<file path="config.mk">
export PLATFORM = sky130hd
export DESIGN_NAME = icache_top
export DESIGN_NICKNAME = d
export VERILOG_FILES = /design/src/icache_pkg.sv /design/src/icache_miss_if.sv /design/src/icache_fill_if.sv /design/src/icache_req_arbiter.sv /design/src/icache_tag_ctrl.sv /design/src/icache_mshr_file.sv /design/src/icache_data_array_ctrl.sv /design/src/icache_top.sv
export SDC_FILE = /design/constraint.sdc
export NUM_CORES = 2
export LEC_CHECK = 0
export BUFFER_PORTS_ARGS = -buffer_cell sky130_fd_sc_hd__buf_2
export CAP_MARGIN = 5
export CORE_ASPECT_RATIO = 2
export CORE_UTILIZATION = 40
export CTS_CLUSTER_SIZE = 12
export DETAILED_ROUTE_END_ITERATION = 8
export SLEW_MARGIN = 20
export SYNTH_ARGS = -nofsm -noshare
export SYNTH_HDL_FRONTEND = slang
export SYNTH_MEMORY_MAX_BITS = 65536
export SYNTH_SLANG_ARGS = --single-unit
</file>
<file path="constraint.sdc">
create_clock -name clk -period 18.3 [get_ports clk]
set_input_delay 0.915 -clock clk [delete_from_list [all_inputs] [get_ports clk]]
set_output_delay 0.915 -clock clk [all_outputs]
set_load 0.01 [all_outputs]
</file>
<file path="src/icache_pkg.sv">
`default_nettype none

package icache_pkg;

    // cache geometry
    localparam int ADDR_WIDTH     = 32;
    localparam int WORD_WIDTH     = 32;
    localparam int WORDS_PER_LINE = 4;
    localparam int SET_NUM        = 16;
    localparam int WAY_NUM        = 2;
    localparam int TXNID_WIDTH    = 4;
    localparam int MSHR_ENTRY_NUM = 2;

    // the byte offset inside a word sits below the word select
    localparam int OFFSET_WIDTH = $clog2(WORDS_PER_LINE);
    localparam int INDEX_WIDTH  = $clog2(SET_NUM);
    localparam int TAG_WIDTH    = ADDR_WIDTH - INDEX_WIDTH - OFFSET_WIDTH - $clog2(WORD_WIDTH / 8);

    typedef logic [ADDR_WIDTH-1:0]                addr_t;
    typedef logic [WORD_WIDTH-1:0]                word_t;
    typedef logic [WORDS_PER_LINE*WORD_WIDTH-1:0] line_t;
    typedef logic [TAG_WIDTH-1:0]                 tag_t;
    typedef logic [INDEX_WIDTH-1:0]               index_t;
    typedef logic [OFFSET_WIDTH-1:0]              offset_t;
    typedef logic [TXNID_WIDTH-1:0]               txnid_t;
    typedef logic [$clog2(WAY_NUM)-1:0]           way_t;
    typedef logic [$clog2(MSHR_ENTRY_NUM)-1:0]    entry_idx_t;

    // kind of request held in the lookup stage
    typedef enum logic {
        REQ_FETCH,
        REQ_SNOOP
    } req_kind_t;

    function automatic tag_t get_tag(addr_t a);
        return a[ADDR_WIDTH-1 -: TAG_WIDTH];
    endfunction

    function automatic index_t get_index(addr_t a);
        return a[ADDR_WIDTH-TAG_WIDTH-1 -: INDEX_WIDTH];
    endfunction

    function automatic offset_t get_offset(addr_t a);
        return a[ADDR_WIDTH-TAG_WIDTH-INDEX_WIDTH-1 -: OFFSET_WIDTH];
    endfunction

    // byte address of the first word of the line
    function automatic addr_t line_addr(addr_t a);
        return {get_tag(a), get_index(a), {(ADDR_WIDTH-TAG_WIDTH-INDEX_WIDTH){1'b0}}};
    endfunction

endpackage

`default_nettype wire

</file>
<file path="src/icache_miss_if.sv">
`timescale 1ns/1ps
`default_nettype none

interface icache_miss_if
    import icache_pkg::*;
    ();

    logic   vld;
    logic   rdy;
    addr_t  addr;
    txnid_t txnid;
    way_t   way;

    // tag control side
    modport master (
        output vld, addr, txnid, way,
        input  rdy
    );

    // miss file side
    modport target (
        input  vld, addr, txnid, way,
        output rdy
    );

endinterface

`default_nettype wire

</file>
<file path="src/icache_fill_if.sv">
`timescale 1ns/1ps
`default_nettype none

interface icache_fill_if
    import icache_pkg::*;
    ();

    logic       vld;
    entry_idx_t idx;
    addr_t      addr;
    way_t       way;
    txnid_t     txnid;

    // data control raises the pulse and names the entry
    modport master (
        output vld, idx,
        input  addr, way, txnid
    );

    // miss file looks the entry up and frees it
    modport target (
        input  vld, idx,
        output addr, way, txnid
    );

    modport monitor (
        input vld, addr, way
    );

endinterface

`default_nettype wire

</file>
<file path="src/icache_req_arbiter.sv">
`timescale 1ns/1ps
`default_nettype none

module icache_req_arbiter
    import icache_pkg::*;
    (
    input  logic      clk,
    input  logic      rst_n,
    input  logic      mshr_idle,
    input  logic      fetch_vld,
    output logic      fetch_rdy,
    input  addr_t     fetch_addr,
    input  txnid_t    fetch_txnid,
    input  logic      snp_vld,
    output logic      snp_rdy,
    input  addr_t     snp_addr,
    output logic      lookup_vld,
    input  logic      lookup_rdy,
    output req_kind_t lookup_kind,
    output addr_t     lookup_addr,
    output txnid_t    lookup_txnid
    );

    logic snp_sel;

    // snoop wins, but only while no miss is in flight
    assign snp_sel      = snp_vld && mshr_idle;
    assign lookup_vld   = snp_sel || fetch_vld;
    assign lookup_kind  = snp_sel ? REQ_SNOOP : REQ_FETCH;
    assign lookup_addr  = snp_sel ? snp_addr : fetch_addr;
    assign lookup_txnid = fetch_txnid;

    assign snp_rdy   = lookup_rdy && mshr_idle;
    assign fetch_rdy = lookup_rdy && !snp_sel;

    // a fetch that loses the grant keeps its request steady
    a_fetch_hold : assert property (
        @(posedge clk) disable iff (!rst_n)
        fetch_vld && !fetch_rdy |=> fetch_vld && $stable(fetch_addr) && $stable(fetch_txnid)
    ) else $error("fetch request dropped or changed while waiting for the grant");

endmodule

`default_nettype wire

</file>
<file path="src/icache_tag_ctrl.sv">
`timescale 1ns/1ps
`default_nettype none

module icache_tag_ctrl
    import icache_pkg::*;
    (
    input  logic                clk,
    input  logic                rst_n,
    input  logic                lookup_vld,
    output logic                lookup_rdy,
    input  req_kind_t           lookup_kind,
    input  addr_t               lookup_addr,
    input  txnid_t              lookup_txnid,
    icache_miss_if.master       miss,
    icache_fill_if.monitor      fill,
    output logic                hit_vld,
    input  logic                hit_rdy,
    output index_t              hit_index,
    output way_t                hit_way,
    output offset_t             hit_offset,
    output txnid_t              hit_txnid
    );

    logic               req_vld;
    req_kind_t          req_kind;
    addr_t              req_addr;
    txnid_t             req_txnid;

    tag_t               tag_arr   [SET_NUM][WAY_NUM];
    logic [WAY_NUM-1:0] valid_q   [SET_NUM];
    way_t               victim_q  [SET_NUM];
    // one outstanding miss per set keeps two fills off the same way
    logic [SET_NUM-1:0] pend_q;

    index_t             req_index;
    index_t             fill_index;
    logic [WAY_NUM-1:0] hit_vec;
    logic               is_fetch;
    logic               is_snoop;
    logic               hit;
    way_t               vict_way;
    logic               miss_fire;
    logic               drain;

    assign req_index  = get_index(req_addr);
    assign fill_index = get_index(fill.addr);
    assign is_fetch   = req_vld && (req_kind == REQ_FETCH);
    assign is_snoop   = req_vld && (req_kind == REQ_SNOOP);

    always_comb begin
        hit_way  = '0;
        vict_way = victim_q[req_index];
        for (int w = 0; w < WAY_NUM; w++) begin
            hit_vec[w] = valid_q[req_index][w] && (tag_arr[req_index][w] == get_tag(req_addr));
            if (hit_vec[w]) begin
                hit_way = way_t'(w);
            end
        end
        // invalid way first, lowest one wins
        for (int w = WAY_NUM - 1; w >= 0; w--) begin
            if (!valid_q[req_index][w]) begin
                vict_way = way_t'(w);
            end
        end
    end

    assign hit        = |hit_vec;
    assign hit_vld    = is_fetch && hit;
    assign hit_index  = req_index;
    assign hit_offset = get_offset(req_addr);
    assign hit_txnid  = req_txnid;

    assign miss.vld   = is_fetch && !hit && !pend_q[req_index];
    assign miss.addr  = req_addr;
    assign miss.txnid = req_txnid;
    assign miss.way   = vict_way;
    assign miss_fire  = miss.vld && miss.rdy;

    // a waiting miss stays put and looks up again next cycle
    assign drain      = is_snoop || (hit_vld && hit_rdy) || miss_fire;
    assign lookup_rdy = !req_vld || drain;

    always_ff @(posedge clk or negedge rst_n) begin
        if (!rst_n) begin
            req_vld <= 1'b0;
        end else if (lookup_vld && lookup_rdy) begin
            req_vld <= 1'b1;
        end else if (drain) begin
            req_vld <= 1'b0;
        end
    end

    always_ff @(posedge clk) begin
        if (lookup_vld && lookup_rdy) begin
            req_kind  <= lookup_kind;
            req_addr  <= lookup_addr;
            req_txnid <= lookup_txnid;
        end
        if (fill.vld) begin
            tag_arr[fill_index][fill.way] <= get_tag(fill.addr);
        end
    end

    always_ff @(posedge clk or negedge rst_n) begin
        if (!rst_n) begin
            pend_q <= '0;
            for (int s = 0; s < SET_NUM; s++) begin
                valid_q[s]  <= '0;
                victim_q[s] <= '0;
            end
        end else begin
            if (is_snoop) begin
                valid_q[req_index] <= valid_q[req_index] & ~hit_vec;
            end
            if (miss_fire) begin
                valid_q[req_index][vict_way] <= 1'b0;
                victim_q[req_index]          <= victim_q[req_index] + 1'b1;
                pend_q[req_index]            <= 1'b1;
            end
            if (fill.vld) begin
                valid_q[fill_index][fill.way] <= 1'b1;
                pend_q[fill_index]            <= 1'b0;
            end
        end
    end

    a_hit_onehot : assert property (
        @(posedge clk) disable iff (!rst_n)
        req_vld |-> $onehot0(hit_vec)
    ) else $error("more than one way hit");

endmodule

`default_nettype wire

</file>
<file path="src/icache_mshr_file.sv">
`timescale 1ns/1ps
`default_nettype none

module icache_mshr_file
    import icache_pkg::*;
    (
    input  logic                clk,
    input  logic                rst_n,
    icache_miss_if.target       miss,
    icache_fill_if.target       fill,
    output logic                mshr_idle,
    output logic                downstream_txreq_vld,
    input  logic                downstream_txreq_rdy,
    output addr_t               downstream_txreq_addr,
    output entry_idx_t          downstream_txreq_entry_id
    );

    logic [MSHR_ENTRY_NUM-1:0] busy_q;
    addr_t                     e_addr  [MSHR_ENTRY_NUM];
    way_t                      e_way   [MSHR_ENTRY_NUM];
    txnid_t                    e_txnid [MSHR_ENTRY_NUM];

    logic [MSHR_ENTRY_NUM-1:0] same_line;
    entry_idx_t                free_idx;
    logic                      txreq_free;
    logic                      alloc;

    always_comb begin
        free_idx = '0;
        for (int i = MSHR_ENTRY_NUM - 1; i >= 0; i--) begin
            same_line[i] = busy_q[i] && (line_addr(e_addr[i]) == line_addr(miss.addr));
            if (!busy_q[i]) begin
                free_idx = entry_idx_t'(i);
            end
        end
    end

    // request register must have room, else the line request is lost
    assign txreq_free = !downstream_txreq_vld || downstream_txreq_rdy;
    assign miss.rdy   = !(&busy_q) && !(|same_line) && txreq_free;
    assign alloc      = miss.vld && miss.rdy;
    assign mshr_idle  = !(|busy_q) && !miss.vld;

    assign fill.addr  = e_addr[fill.idx];
    assign fill.way   = e_way[fill.idx];
    assign fill.txnid = e_txnid[fill.idx];

    always_ff @(posedge clk or negedge rst_n) begin
        if (!rst_n) begin
            busy_q               <= '0;
            downstream_txreq_vld <= 1'b0;
        end else begin
            if (alloc) begin
                busy_q[free_idx] <= 1'b1;
            end
            if (fill.vld) begin
                busy_q[fill.idx] <= 1'b0;
            end
            if (txreq_free) begin
                downstream_txreq_vld <= alloc;
            end
        end
    end

    always_ff @(posedge clk) begin
        if (alloc) begin
            e_addr[free_idx]          <= miss.addr;
            e_way[free_idx]           <= miss.way;
            e_txnid[free_idx]         <= miss.txnid;
            downstream_txreq_addr     <= line_addr(miss.addr);
            downstream_txreq_entry_id <= free_idx;
        end
    end

    a_fill_busy : assert property (
        @(posedge clk) disable iff (!rst_n)
        fill.vld |-> busy_q[fill.idx]
    ) else $error("line fill names a free miss entry");

endmodule

`default_nettype wire

</file>
<file path="src/icache_data_array_ctrl.sv">
`timescale 1ns/1ps
`default_nettype none

module icache_data_array_ctrl
    import icache_pkg::*;
    (
    input  logic                clk,
    input  logic                rst_n,
    input  logic                hit_vld,
    output logic                hit_rdy,
    input  index_t              hit_index,
    input  way_t                hit_way,
    input  offset_t             hit_offset,
    input  txnid_t              hit_txnid,
    icache_fill_if.master       fill,
    input  logic                downstream_rxdat_vld,
    output logic                downstream_rxdat_rdy,
    input  line_t               downstream_rxdat_data,
    input  entry_idx_t          downstream_rxdat_entry_id,
    output logic                upstream_txdat_vld,
    input  logic                upstream_txdat_rdy,
    output word_t               upstream_txdat_data,
    output txnid_t              upstream_txdat_txnid
    );

    line_t  data_arr [SET_NUM][WAY_NUM];

    // read stage between the hit handshake and the output register
    logic   rd_vld;
    word_t  rd_word;
    txnid_t rd_txnid;

    logic   out_free;
    logic   hit_fire;
    logic   rd_retire;
    line_t  hit_line;

    assign out_free             = !upstream_txdat_vld || upstream_txdat_rdy;
    assign downstream_rxdat_rdy = out_free;

    assign fill.vld = downstream_rxdat_vld && downstream_rxdat_rdy;
    assign fill.idx = downstream_rxdat_entry_id;

    // fill owns the output register and the array in its cycle
    assign rd_retire = rd_vld && out_free && !downstream_rxdat_vld;
    assign hit_rdy   = !downstream_rxdat_vld && (!rd_vld || out_free);
    assign hit_fire  = hit_vld && hit_rdy;
    assign hit_line  = data_arr[hit_index][hit_way];

    always_ff @(posedge clk) begin
        if (fill.vld) begin
            data_arr[get_index(fill.addr)][fill.way] <= downstream_rxdat_data;
        end
        if (hit_fire) begin
            rd_word  <= hit_line[hit_offset*WORD_WIDTH +: WORD_WIDTH];
            rd_txnid <= hit_txnid;
        end
        if (fill.vld) begin
            upstream_txdat_data  <=
                downstream_rxdat_data[get_offset(fill.addr)*WORD_WIDTH +: WORD_WIDTH];
            upstream_txdat_txnid <= fill.txnid;
        end else if (rd_retire) begin
            upstream_txdat_data  <= rd_word;
            upstream_txdat_txnid <= rd_txnid;
        end
    end

    always_ff @(posedge clk or negedge rst_n) begin
        if (!rst_n) begin
            rd_vld             <= 1'b0;
            upstream_txdat_vld <= 1'b0;
        end else begin
            rd_vld <= hit_fire || (rd_vld && !rd_retire);
            if (out_free) begin
                upstream_txdat_vld <= fill.vld || rd_retire;
            end
        end
    end

endmodule

`default_nettype wire

</file>
<file path="src/icache_top.sv">
`timescale 1ns/1ps
`default_nettype none

module icache_top
    import icache_pkg::*;
    (
    input  logic        clk,
    input  logic        rst_n,
    input  logic        upstream_rxreq_vld,
    output logic        upstream_rxreq_rdy,
    input  addr_t       upstream_rxreq_addr,
    input  txnid_t      upstream_rxreq_txnid,
    input  logic        downstream_rxsnp_vld,
    output logic        downstream_rxsnp_rdy,
    input  addr_t       downstream_rxsnp_addr,
    output logic        downstream_txreq_vld,
    input  logic        downstream_txreq_rdy,
    output addr_t       downstream_txreq_addr,
    output entry_idx_t  downstream_txreq_entry_id,
    input  logic        downstream_rxdat_vld,
    output logic        downstream_rxdat_rdy,
    input  line_t       downstream_rxdat_data,
    input  entry_idx_t  downstream_rxdat_entry_id,
    output logic        upstream_txdat_vld,
    input  logic        upstream_txdat_rdy,
    output word_t       upstream_txdat_data,
    output txnid_t      upstream_txdat_txnid
    );

    logic       mshr_idle;
    logic       lookup_vld;
    logic       lookup_rdy;
    req_kind_t  lookup_kind;
    addr_t      lookup_addr;
    txnid_t     lookup_txnid;
    logic       hit_vld;
    logic       hit_rdy;
    index_t     hit_index;
    way_t       hit_way;
    offset_t    hit_offset;
    txnid_t     hit_txnid;

    icache_miss_if miss_if ();
    icache_fill_if fill_if ();

    icache_req_arbiter u_icache_req_arbiter (
        .clk          (clk                  ),
        .rst_n        (rst_n                ),
        .mshr_idle    (mshr_idle            ),
        .fetch_vld    (upstream_rxreq_vld   ),
        .fetch_rdy    (upstream_rxreq_rdy   ),
        .fetch_addr   (upstream_rxreq_addr  ),
        .fetch_txnid  (upstream_rxreq_txnid ),
        .snp_vld      (downstream_rxsnp_vld ),
        .snp_rdy      (downstream_rxsnp_rdy ),
        .snp_addr     (downstream_rxsnp_addr),
        .lookup_vld   (lookup_vld           ),
        .lookup_rdy   (lookup_rdy           ),
        .lookup_kind  (lookup_kind          ),
        .lookup_addr  (lookup_addr          ),
        .lookup_txnid (lookup_txnid         )
    );

    icache_tag_ctrl u_icache_tag_ctrl (
        .clk          (clk          ),
        .rst_n        (rst_n        ),
        .lookup_vld   (lookup_vld   ),
        .lookup_rdy   (lookup_rdy   ),
        .lookup_kind  (lookup_kind  ),
        .lookup_addr  (lookup_addr  ),
        .lookup_txnid (lookup_txnid ),
        .miss         (miss_if      ),
        .fill         (fill_if      ),
        .hit_vld      (hit_vld      ),
        .hit_rdy      (hit_rdy      ),
        .hit_index    (hit_index    ),
        .hit_way      (hit_way      ),
        .hit_offset   (hit_offset   ),
        .hit_txnid    (hit_txnid    )
    );

    icache_mshr_file u_icache_mshr_file (
        .clk                       (clk                      ),
        .rst_n                     (rst_n                    ),
        .miss                      (miss_if                  ),
        .fill                      (fill_if                  ),
        .mshr_idle                 (mshr_idle                ),
        .downstream_txreq_vld      (downstream_txreq_vld     ),
        .downstream_txreq_rdy      (downstream_txreq_rdy     ),
        .downstream_txreq_addr     (downstream_txreq_addr    ),
        .downstream_txreq_entry_id (downstream_txreq_entry_id)
    );

    icache_data_array_ctrl u_icache_data_array_ctrl (
        .clk                       (clk                      ),
        .rst_n                     (rst_n                    ),
        .hit_vld                   (hit_vld                  ),
        .hit_rdy                   (hit_rdy                  ),
        .hit_index                 (hit_index                ),
        .hit_way                   (hit_way                  ),
        .hit_offset                (hit_offset               ),
        .hit_txnid                 (hit_txnid                ),
        .fill                      (fill_if                  ),
        .downstream_rxdat_vld      (downstream_rxdat_vld     ),
        .downstream_rxdat_rdy      (downstream_rxdat_rdy     ),
        .downstream_rxdat_data     (downstream_rxdat_data    ),
        .downstream_rxdat_entry_id (downstream_rxdat_entry_id),
        .upstream_txdat_vld        (upstream_txdat_vld       ),
        .upstream_txdat_rdy        (upstream_txdat_rdy       ),
        .upstream_txdat_data       (upstream_txdat_data      ),
        .upstream_txdat_txnid      (upstream_txdat_txnid     )
    );

endmodule

`default_nettype wire

</file>
### Word-level counts from Yosys, hierarchy flattened

Memories as Yosys holds them, arrays and structs flattened. A register that Yosys moved wholly into a read port is not among the register bits.
Cells that the tools add are included.

* memories: 5
* logic and storage cells: 218
* memory bits (writable): 4938
* register bits: 208

* equal/unequal tests: 4
* order comparisons: 19
* reductions and logical operators: 60
* bitwise operators: 16
* shift-type cells: 2
* add/subtract/negate cells: 1
* multiplexer cells: 64

Memories
* u_icache_data_array_ctrl.data_arr: words 16, bits a word 256, rd ports 1, clocked after Yosys merged registers in 1, wr ports 1, line icache_data_array_ctrl.sv:26 `line_t data_arr [SET_NUM][WAY_NUM];`
* u_icache_tag_ctrl.tag_arr: words 16, bits a word 48, rd ports 1, clocked after Yosys merged registers in 1, wr ports 1, line icache_tag_ctrl.sv:29 `tag_t tag_arr [SET_NUM][WAY_NUM];`
* u_icache_mshr_file.e_addr: words 2, bits a word 32, rd ports 3, clocked after Yosys merged registers in 0, wr ports 1, line icache_mshr_file.sv:19 `addr_t e_addr [MSHR_ENTRY_NUM];`
* u_icache_mshr_file.e_txnid: words 2, bits a word 4, rd ports 1, clocked after Yosys merged registers in 0, wr ports 1, line icache_mshr_file.sv:21 `txnid_t e_txnid [MSHR_ENTRY_NUM];`
* u_icache_mshr_file.e_way: words 2, bits a word 1, rd ports 1, clocked after Yosys merged registers in 0, wr ports 1, line icache_mshr_file.sv:20 `way_t e_way [MSHR_ENTRY_NUM];`

Operators with widths (number)
* 2-to-1 mux 128 bit: 4
* 2-to-1 mux 256 bit: 1
* variable part select 128 x 8 -> 32 bit: 2
* 2-to-1 mux 32 bit: 6
* demux 128 bit (select 1 bit): 1
* == test 28 bit: 2
* == test 24 bit: 2
* 2-to-1 mux 48 bit: 1
* AND 32 bit: 1
* bitwise mux 32 bit: 1
* logical AND 1 bit: 32
* 2-to-1 mux 16 bit: 2
* inverter 32 bit: 1
* bitwise OR 32 bit: 1
* demux 2 bit (select 4 bit): 3
* demux 24 bit (select 1 bit): 1
* 2-to-1 mux 24 bit: 1
* 2-to-1 mux 1 bit: 21
* AND 16 bit: 1
* bitwise mux 16 bit: 1
* 2-to-1 mux 4 bit: 4
* inverter 16 bit: 1
* bitwise OR 16 bit: 1
* 2-to-1 mux 2 bit: 7
* 24 further kinds: 68

### Longest topological paths before layout

* depth after elaboration: 17
* gate-level depth with buffers: 17

### Modules after synthesis

Synthesis repeated with hierarchy kept, for this count alone.

* cell total of the unflattened synthesis: 8196
* area, all modules: 199336.2 um2

By module, submodules not included
* icache_data_array_ctrl: seq. area each 125210.1 um2, cells each 5989, times used 1, area each 158535.8 um2
* icache_tag_ctrl: seq. area each 25879.8 um2, cells each 1915, times used 1, area each 35876.9 um2
* icache_mshr_file: seq. area each 3168.0 um2, cells each 248, times used 1, area each 4364.2 um2
* icache_req_arbiter: seq. area each 0.0 um2, cells each 44, times used 1, area each 559.3 um2

### Worst setup path after synthesis

No wires, ideal clock.

* path kind: input-to-reg
* from: input port downstream_rxdat_entry_id
* to: memory u_icache_data_array_ctrl.data_arr[0][128] (netlist bit) (enable)
* data arrival time: 8463 ps
* path slack: 9169 ps
* path buffers: 3
* stages on the path: 5
* path through: clkbuf_1 > clkbuf_1 > mux2_2 > buf_1 > nor2_1

* longest elaborated chain between the ends: 7
* elaborated cells on any way between the ends: 9
* those cells by class: 2 x order compare; 3 x mux; 1 x bitwise; 1 x reduce/logical; 2 x memory

Ends and longest elaborated chain
* from (decl): line icache_top.sv:23 `input entry_idx_t downstream_rxdat_entry_id,`
* memory read (2 x 1 bit)
* inverter 1 -> 2 bit (implied by the code): line icache_data_array_ctrl.sv:52 `data_arr[get_index(fill.addr)][fill.way] <= downstream_rxdat_data;`
* >= comparator 2 bit (implied by the code) / less-than comparator 2 x 1 -> 1 bit (equally long branches): line icache_data_array_ctrl.sv:52
* logical AND 1 bit (implied by the code): line icache_data_array_ctrl.sv:52
* 2-to-1 mux 128 bit (implied by the code): line icache_data_array_ctrl.sv:52
* demux 128 bit (select 1 bit): line icache_data_array_ctrl.sv:52
* 2-to-1 mux 256 bit (implied by the code): line icache_data_array_ctrl.sv:52
* to (decl): line icache_data_array_ctrl.sv:26

Parallel ways exist; a longest one is shown, timed or not.

==> implementation parameters <==
Parameter                              Value

Synthesis
  Post-synth EDFFs    around 5100
  Cell count after synthesis    between 8000 and 9000
  Async SR Flop Fraction    1.361%
  Mean instance size in the synthesized netlist    23.56 µm²
  Cell area after technology mapping    approximately 200000 µm²
  Fraction of the yosys area taken by sequential cells    77.49%
  Most frequently used flop master after synthesis    sky130_fd_sc_hd__edfxtp_1
  Synth unique cells    79
  Number of synthesized register bits    5144
  Synth warn    0

Route
  Via count normalized by instance count    between 6 and 7
  Residual DRC count    0
  Initial DRC Count    11390
  Number of search-and-repair iterations in the first detailed-routing pass    6
  Routed wire length    588000 µm
  DR vias    approximately 96000
  Final antenna-violating net count    0
  Avg WL per Cell    37.27 µm

Timing
  Maximum achievable frequency    slightly above 0.1 GHz
  Final number of max-transition violations    0
  Minimum clock period after layout    approximately 10 ns
  TNS Setup    0 ns
  # setup viols final    0
  RSZ-0062 raised after global routing    false
  Endpoints failing hold    0
  Largest clock skew in the final design    0.08854 ns
  Final period util    53.18%
  Slew at the pin closest to its max-slew limit    1.289 ns
  Worst-case headroom to the max-slew limit    14.07%

CTS
  Total clock sinks    5144
  Buffers inserted by post-CTS timing repair    0
  Bufs on Longest Clock Path    4
  Clock edge transition at the registers on the reported setup and hold paths    around 0.060 ns
  Clock latency on the worst-skew pair    1.04 ns
  TritonCTS buffer count    475
  Clock H-tree levels    5
  Root buffer cell    sky130_fd_sc_hd__clkbuf_16
  Clock tree from TritonCTS    yes

Layout
  Area added between synthesis and finish    11.66%
  Final Core Density    between 40% and 50%
  Share of layout cells above drive strength 1    29.65%
  Most common cell after layout, fill and taps aside    sky130_fd_sc_hd__edfxtp_1
  # nets final    ~9200
  Commonest cells after routing, fill and taps aside    sky130_fd_sc_hd__edfxtp_1 (5070), sky130_fd_sc_hd__mux4_2 (1463), sky130_fd_sc_hd__clkbuf_16 (478), sky130_fd_sc_hd__buf_2 (269), sky130_fd_sc_hd__buf_4 (228)

Floorplan
  IO Count    278
  Initial core utilization    40.24%
  Placement Rows    about 370
  Die area    about 500000 µm²
  Chip Height    999.1 µm
  Area of the core    a little under 500000 µm²
  Die X-Extent    500.5 µm

Power and ir drop
  Flop pwr share    43.3%
  Total power density per cell area    around 140 nW/µm²
  Clock share of power    27.6%
  Total internal power    22440 µW
  Leakage power    0.06887 µW
  Switching Power    9729 µW
  Switching Share    30.25%
  Maximum vdd ir drop    0.1205 mV
  Combinational share of power    29.1%

GRT
  Maximum number of pins on one net before global-route repair    128
  Vias in the first global route    98800
  Initial antenna violation count    126
  All-Layer GR Usage    23.34%
  Global-route wire length before repair    805700 µm
  Grt total ovfl    0

Worst setup path
  Category of the worst setup path capture point    output pin
  Startpoint class of the critical path    flip-flop
  Required @ worst endpoint    roughly 17 ns
  Highest fanout seen on the critical path    46
  Type of the worst setup path    flip-flop to output pin
  Arrival time reported for the critical path endpoint    8.82 ns

Hold path
  Worst Hold Class    input pin to flip-flop

Placed design
  Count of input and output buffers    roughly 270
  GPL Wtd Cong    0.9029
  Sum of net half-perimeters after detailed placement    324600 µm

Job
  Count of maximum capacitance violations    0

Outcome
  Status    finished clean
power groups by stage:
stage | clock network [µW] | logic (µW) | registers [µW]
CTS | 9020 | 9500 | 13900
detailed placement | 0 | 9480 | 14200
finish | 8880 | 9370 | 13900
global route | 9390 | 9800 | 14000
floorplan | 0 | 6450 | 14000
global placement | 0 | 9390 | 14100
routing by layer:
metal	GRT usage, %	share of wire, %	vias to the layer above
li1	-	-	36990
met1	28.41	36	53430
met2	41.73	53	4602
met3	3.203	7.1	1002
met4	9.247	4.1	34
met5	0	0.039	-
final timing paths:
path                                                           start                                                     end  depth (start not counted)  slack (ns)
min                                          upstream_rxreq_txnid[2]                u_icache_tag_ctrl.hit_txnid[2]$_DFFE_PP_                          1        0.07
max                                                        flip-flop                                    downstream_rxsnp_rdy                         15        8.57
max in group asynchronous                                      rst_n                   u_icache_tag_ctrl.pend_q[3]$_DFF_PN0_                          2       17.49
max reg2reg                                                flip-flop               u_icache_tag_ctrl.miss.addr[23]$_DFFE_PP_                         17        9.51
min reg2reg                u_icache_tag_ctrl.miss.addr[26]$_DFFE_PP_  u_icache_mshr_file.downstream_txreq_addr[26]$_DFFE_PN_                          0        0.46
min in group asynchronous                                      rst_n                 u_icache_tag_ctrl.valid_q[10]$_DFF_PN0_                          2        0.16
sequential cells by signal, indices dropped and copies added (netlist names), 8 cells and up, named ones only:
name,cells
u_icache_data_array_ctrl.data_arr,4096
u_icache_data_array_ctrl.rd_word,32
u_icache_data_array_ctrl.upstream_txdat_data,32
u_icache_mshr_file.downstream_txreq_addr,28
u_icache_mshr_file.e_addr,60
u_icache_mshr_file.e_txnid,8
u_icache_tag_ctrl.miss.addr,30
u_icache_tag_ctrl.pend_q,16
u_icache_tag_ctrl.tag_arr,768
u_icache_tag_ctrl.valid_q,32
u_icache_tag_ctrl.victim_q,16
critical path: stages, from the launching register on:
cell and delay (ns):
sky130_fd_sc_hd__dfxtp_4 0.95, sky130_fd_sc_hd__buf_4 0.80, sky130_fd_sc_hd__buf_4 0.70, sky130_fd_sc_hd__buf_4 0.58
sky130_fd_sc_hd__buf_12 0.31, sky130_fd_sc_hd__mux4_2 0.54, sky130_fd_sc_hd__a22o_1 0.25, sky130_fd_sc_hd__a221oi_1 0.36
sky130_fd_sc_hd__xor2_1 0.39, sky130_fd_sc_hd__nand4_1 0.21, sky130_fd_sc_hd__or4_1 0.68, sky130_fd_sc_hd__or4_1 0.68
sky130_fd_sc_hd__nand3_2 0.52, sky130_fd_sc_hd__nand3_1 0.28, sky130_fd_sc_hd__o211a_1 0.20, sky130_fd_sc_hd__buf_2 0.14
final cells by class:
type / instances / area, µm²
Fill cell: 41110 / 272100
Sequential cell: 5144 / 154100
Multi-Input combinational cell: 2787 / 42810
Clock buffer: 526 / 12150
Tap cell: 6606 / 8265
Timing Repair Buffer: 521 / 3528
Clock inverter: 48 / 734.5
Antenna cell: 93 / 232.7
Inverter: 52 / 207.7
synth_stat cells, types with 22 or more instances:
master	instances	area share (%)
sky130_fd_sc_hd__nand3_1	22	0.055
sky130_fd_sc_hd__mux2i_1	196	0.99
sky130_fd_sc_hd__a211oi_1	39	0.15
sky130_fd_sc_hd__buf_2	130	0.33
sky130_fd_sc_hd__nor4_1	24	0.076
sky130_fd_sc_hd__nor3_1	29	0.073
sky130_fd_sc_hd__o21ai_0	22	0.055
sky130_fd_sc_hd__buf_1	55	0.10
sky130_fd_sc_hd__o22ai_1	41	0.13
sky130_fd_sc_hd__a31oi_1	48	0.15
sky130_fd_sc_hd__buf_4	29	0.11
sky130_fd_sc_hd__a21oi_1	71	0.18
sky130_fd_sc_hd__xnor2_1	56	0.25
sky130_fd_sc_hd__nor2b_1	49	0.15
sky130_fd_sc_hd__clkbuf_1	235	0.44
sky130_fd_sc_hd__mux2_2	129	0.73
sky130_fd_sc_hd__edfxtp_1	5070	77
sky130_fd_sc_hd__nand2_1	205	0.39
sky130_fd_sc_hd__xor2_1	48	0.21
sky130_fd_sc_hd__and3_1	33	0.10
sky130_fd_sc_hd__dfrtp_1	70	0.88
sky130_fd_sc_hd__mux4_2	1463	17
sky130_fd_sc_hd__inv_1	48	0.091
sky130_fd_sc_hd__nor2_1	81	0.15
per-stage QoR:
step                hold slack (ns)  cells  power (µW)  worst slack (ns)  area, µm²
global route                0.06066  15760       33140             8.264     222000
global placement             0.4516  15110       23520             9.440     208900
floorplan                    0.4401   8444       20480             9.169     198800
CTS                        0.007394  15680       32450             8.367     221800
detailed placement           0.4490  15110       23640             9.429     208900
finish                      0.07351  15780       32170             8.568     222000
cell families (layout without fill, tap and decap cells):
| family | count (synthesis) | after routing | share of synthesized area [%] |
|---|---|---|---|
| other | 1 | 97 | 0.001886 |
| muxes | 1808 | 1808 | 18.40 |
| and+or+nand+nor | 498 | 498 | 1.191 |
| buffers and inverters | 513 | 1147 | 1.150 |
| xor gates and xnor gates | 104 | 104 | 0.4581 |
| AOI/OAI and AO/OA | 373 | 373 | 1.308 |
| DFF | 5144 | 5144 | 77.49 |
what timing repair did:
item                                   CTS  global route
hold buffers                             1             0
gates resized for setup                  0             0
endpoints found under the hold margin    1             0
Power figures use the tool's default switching activity.
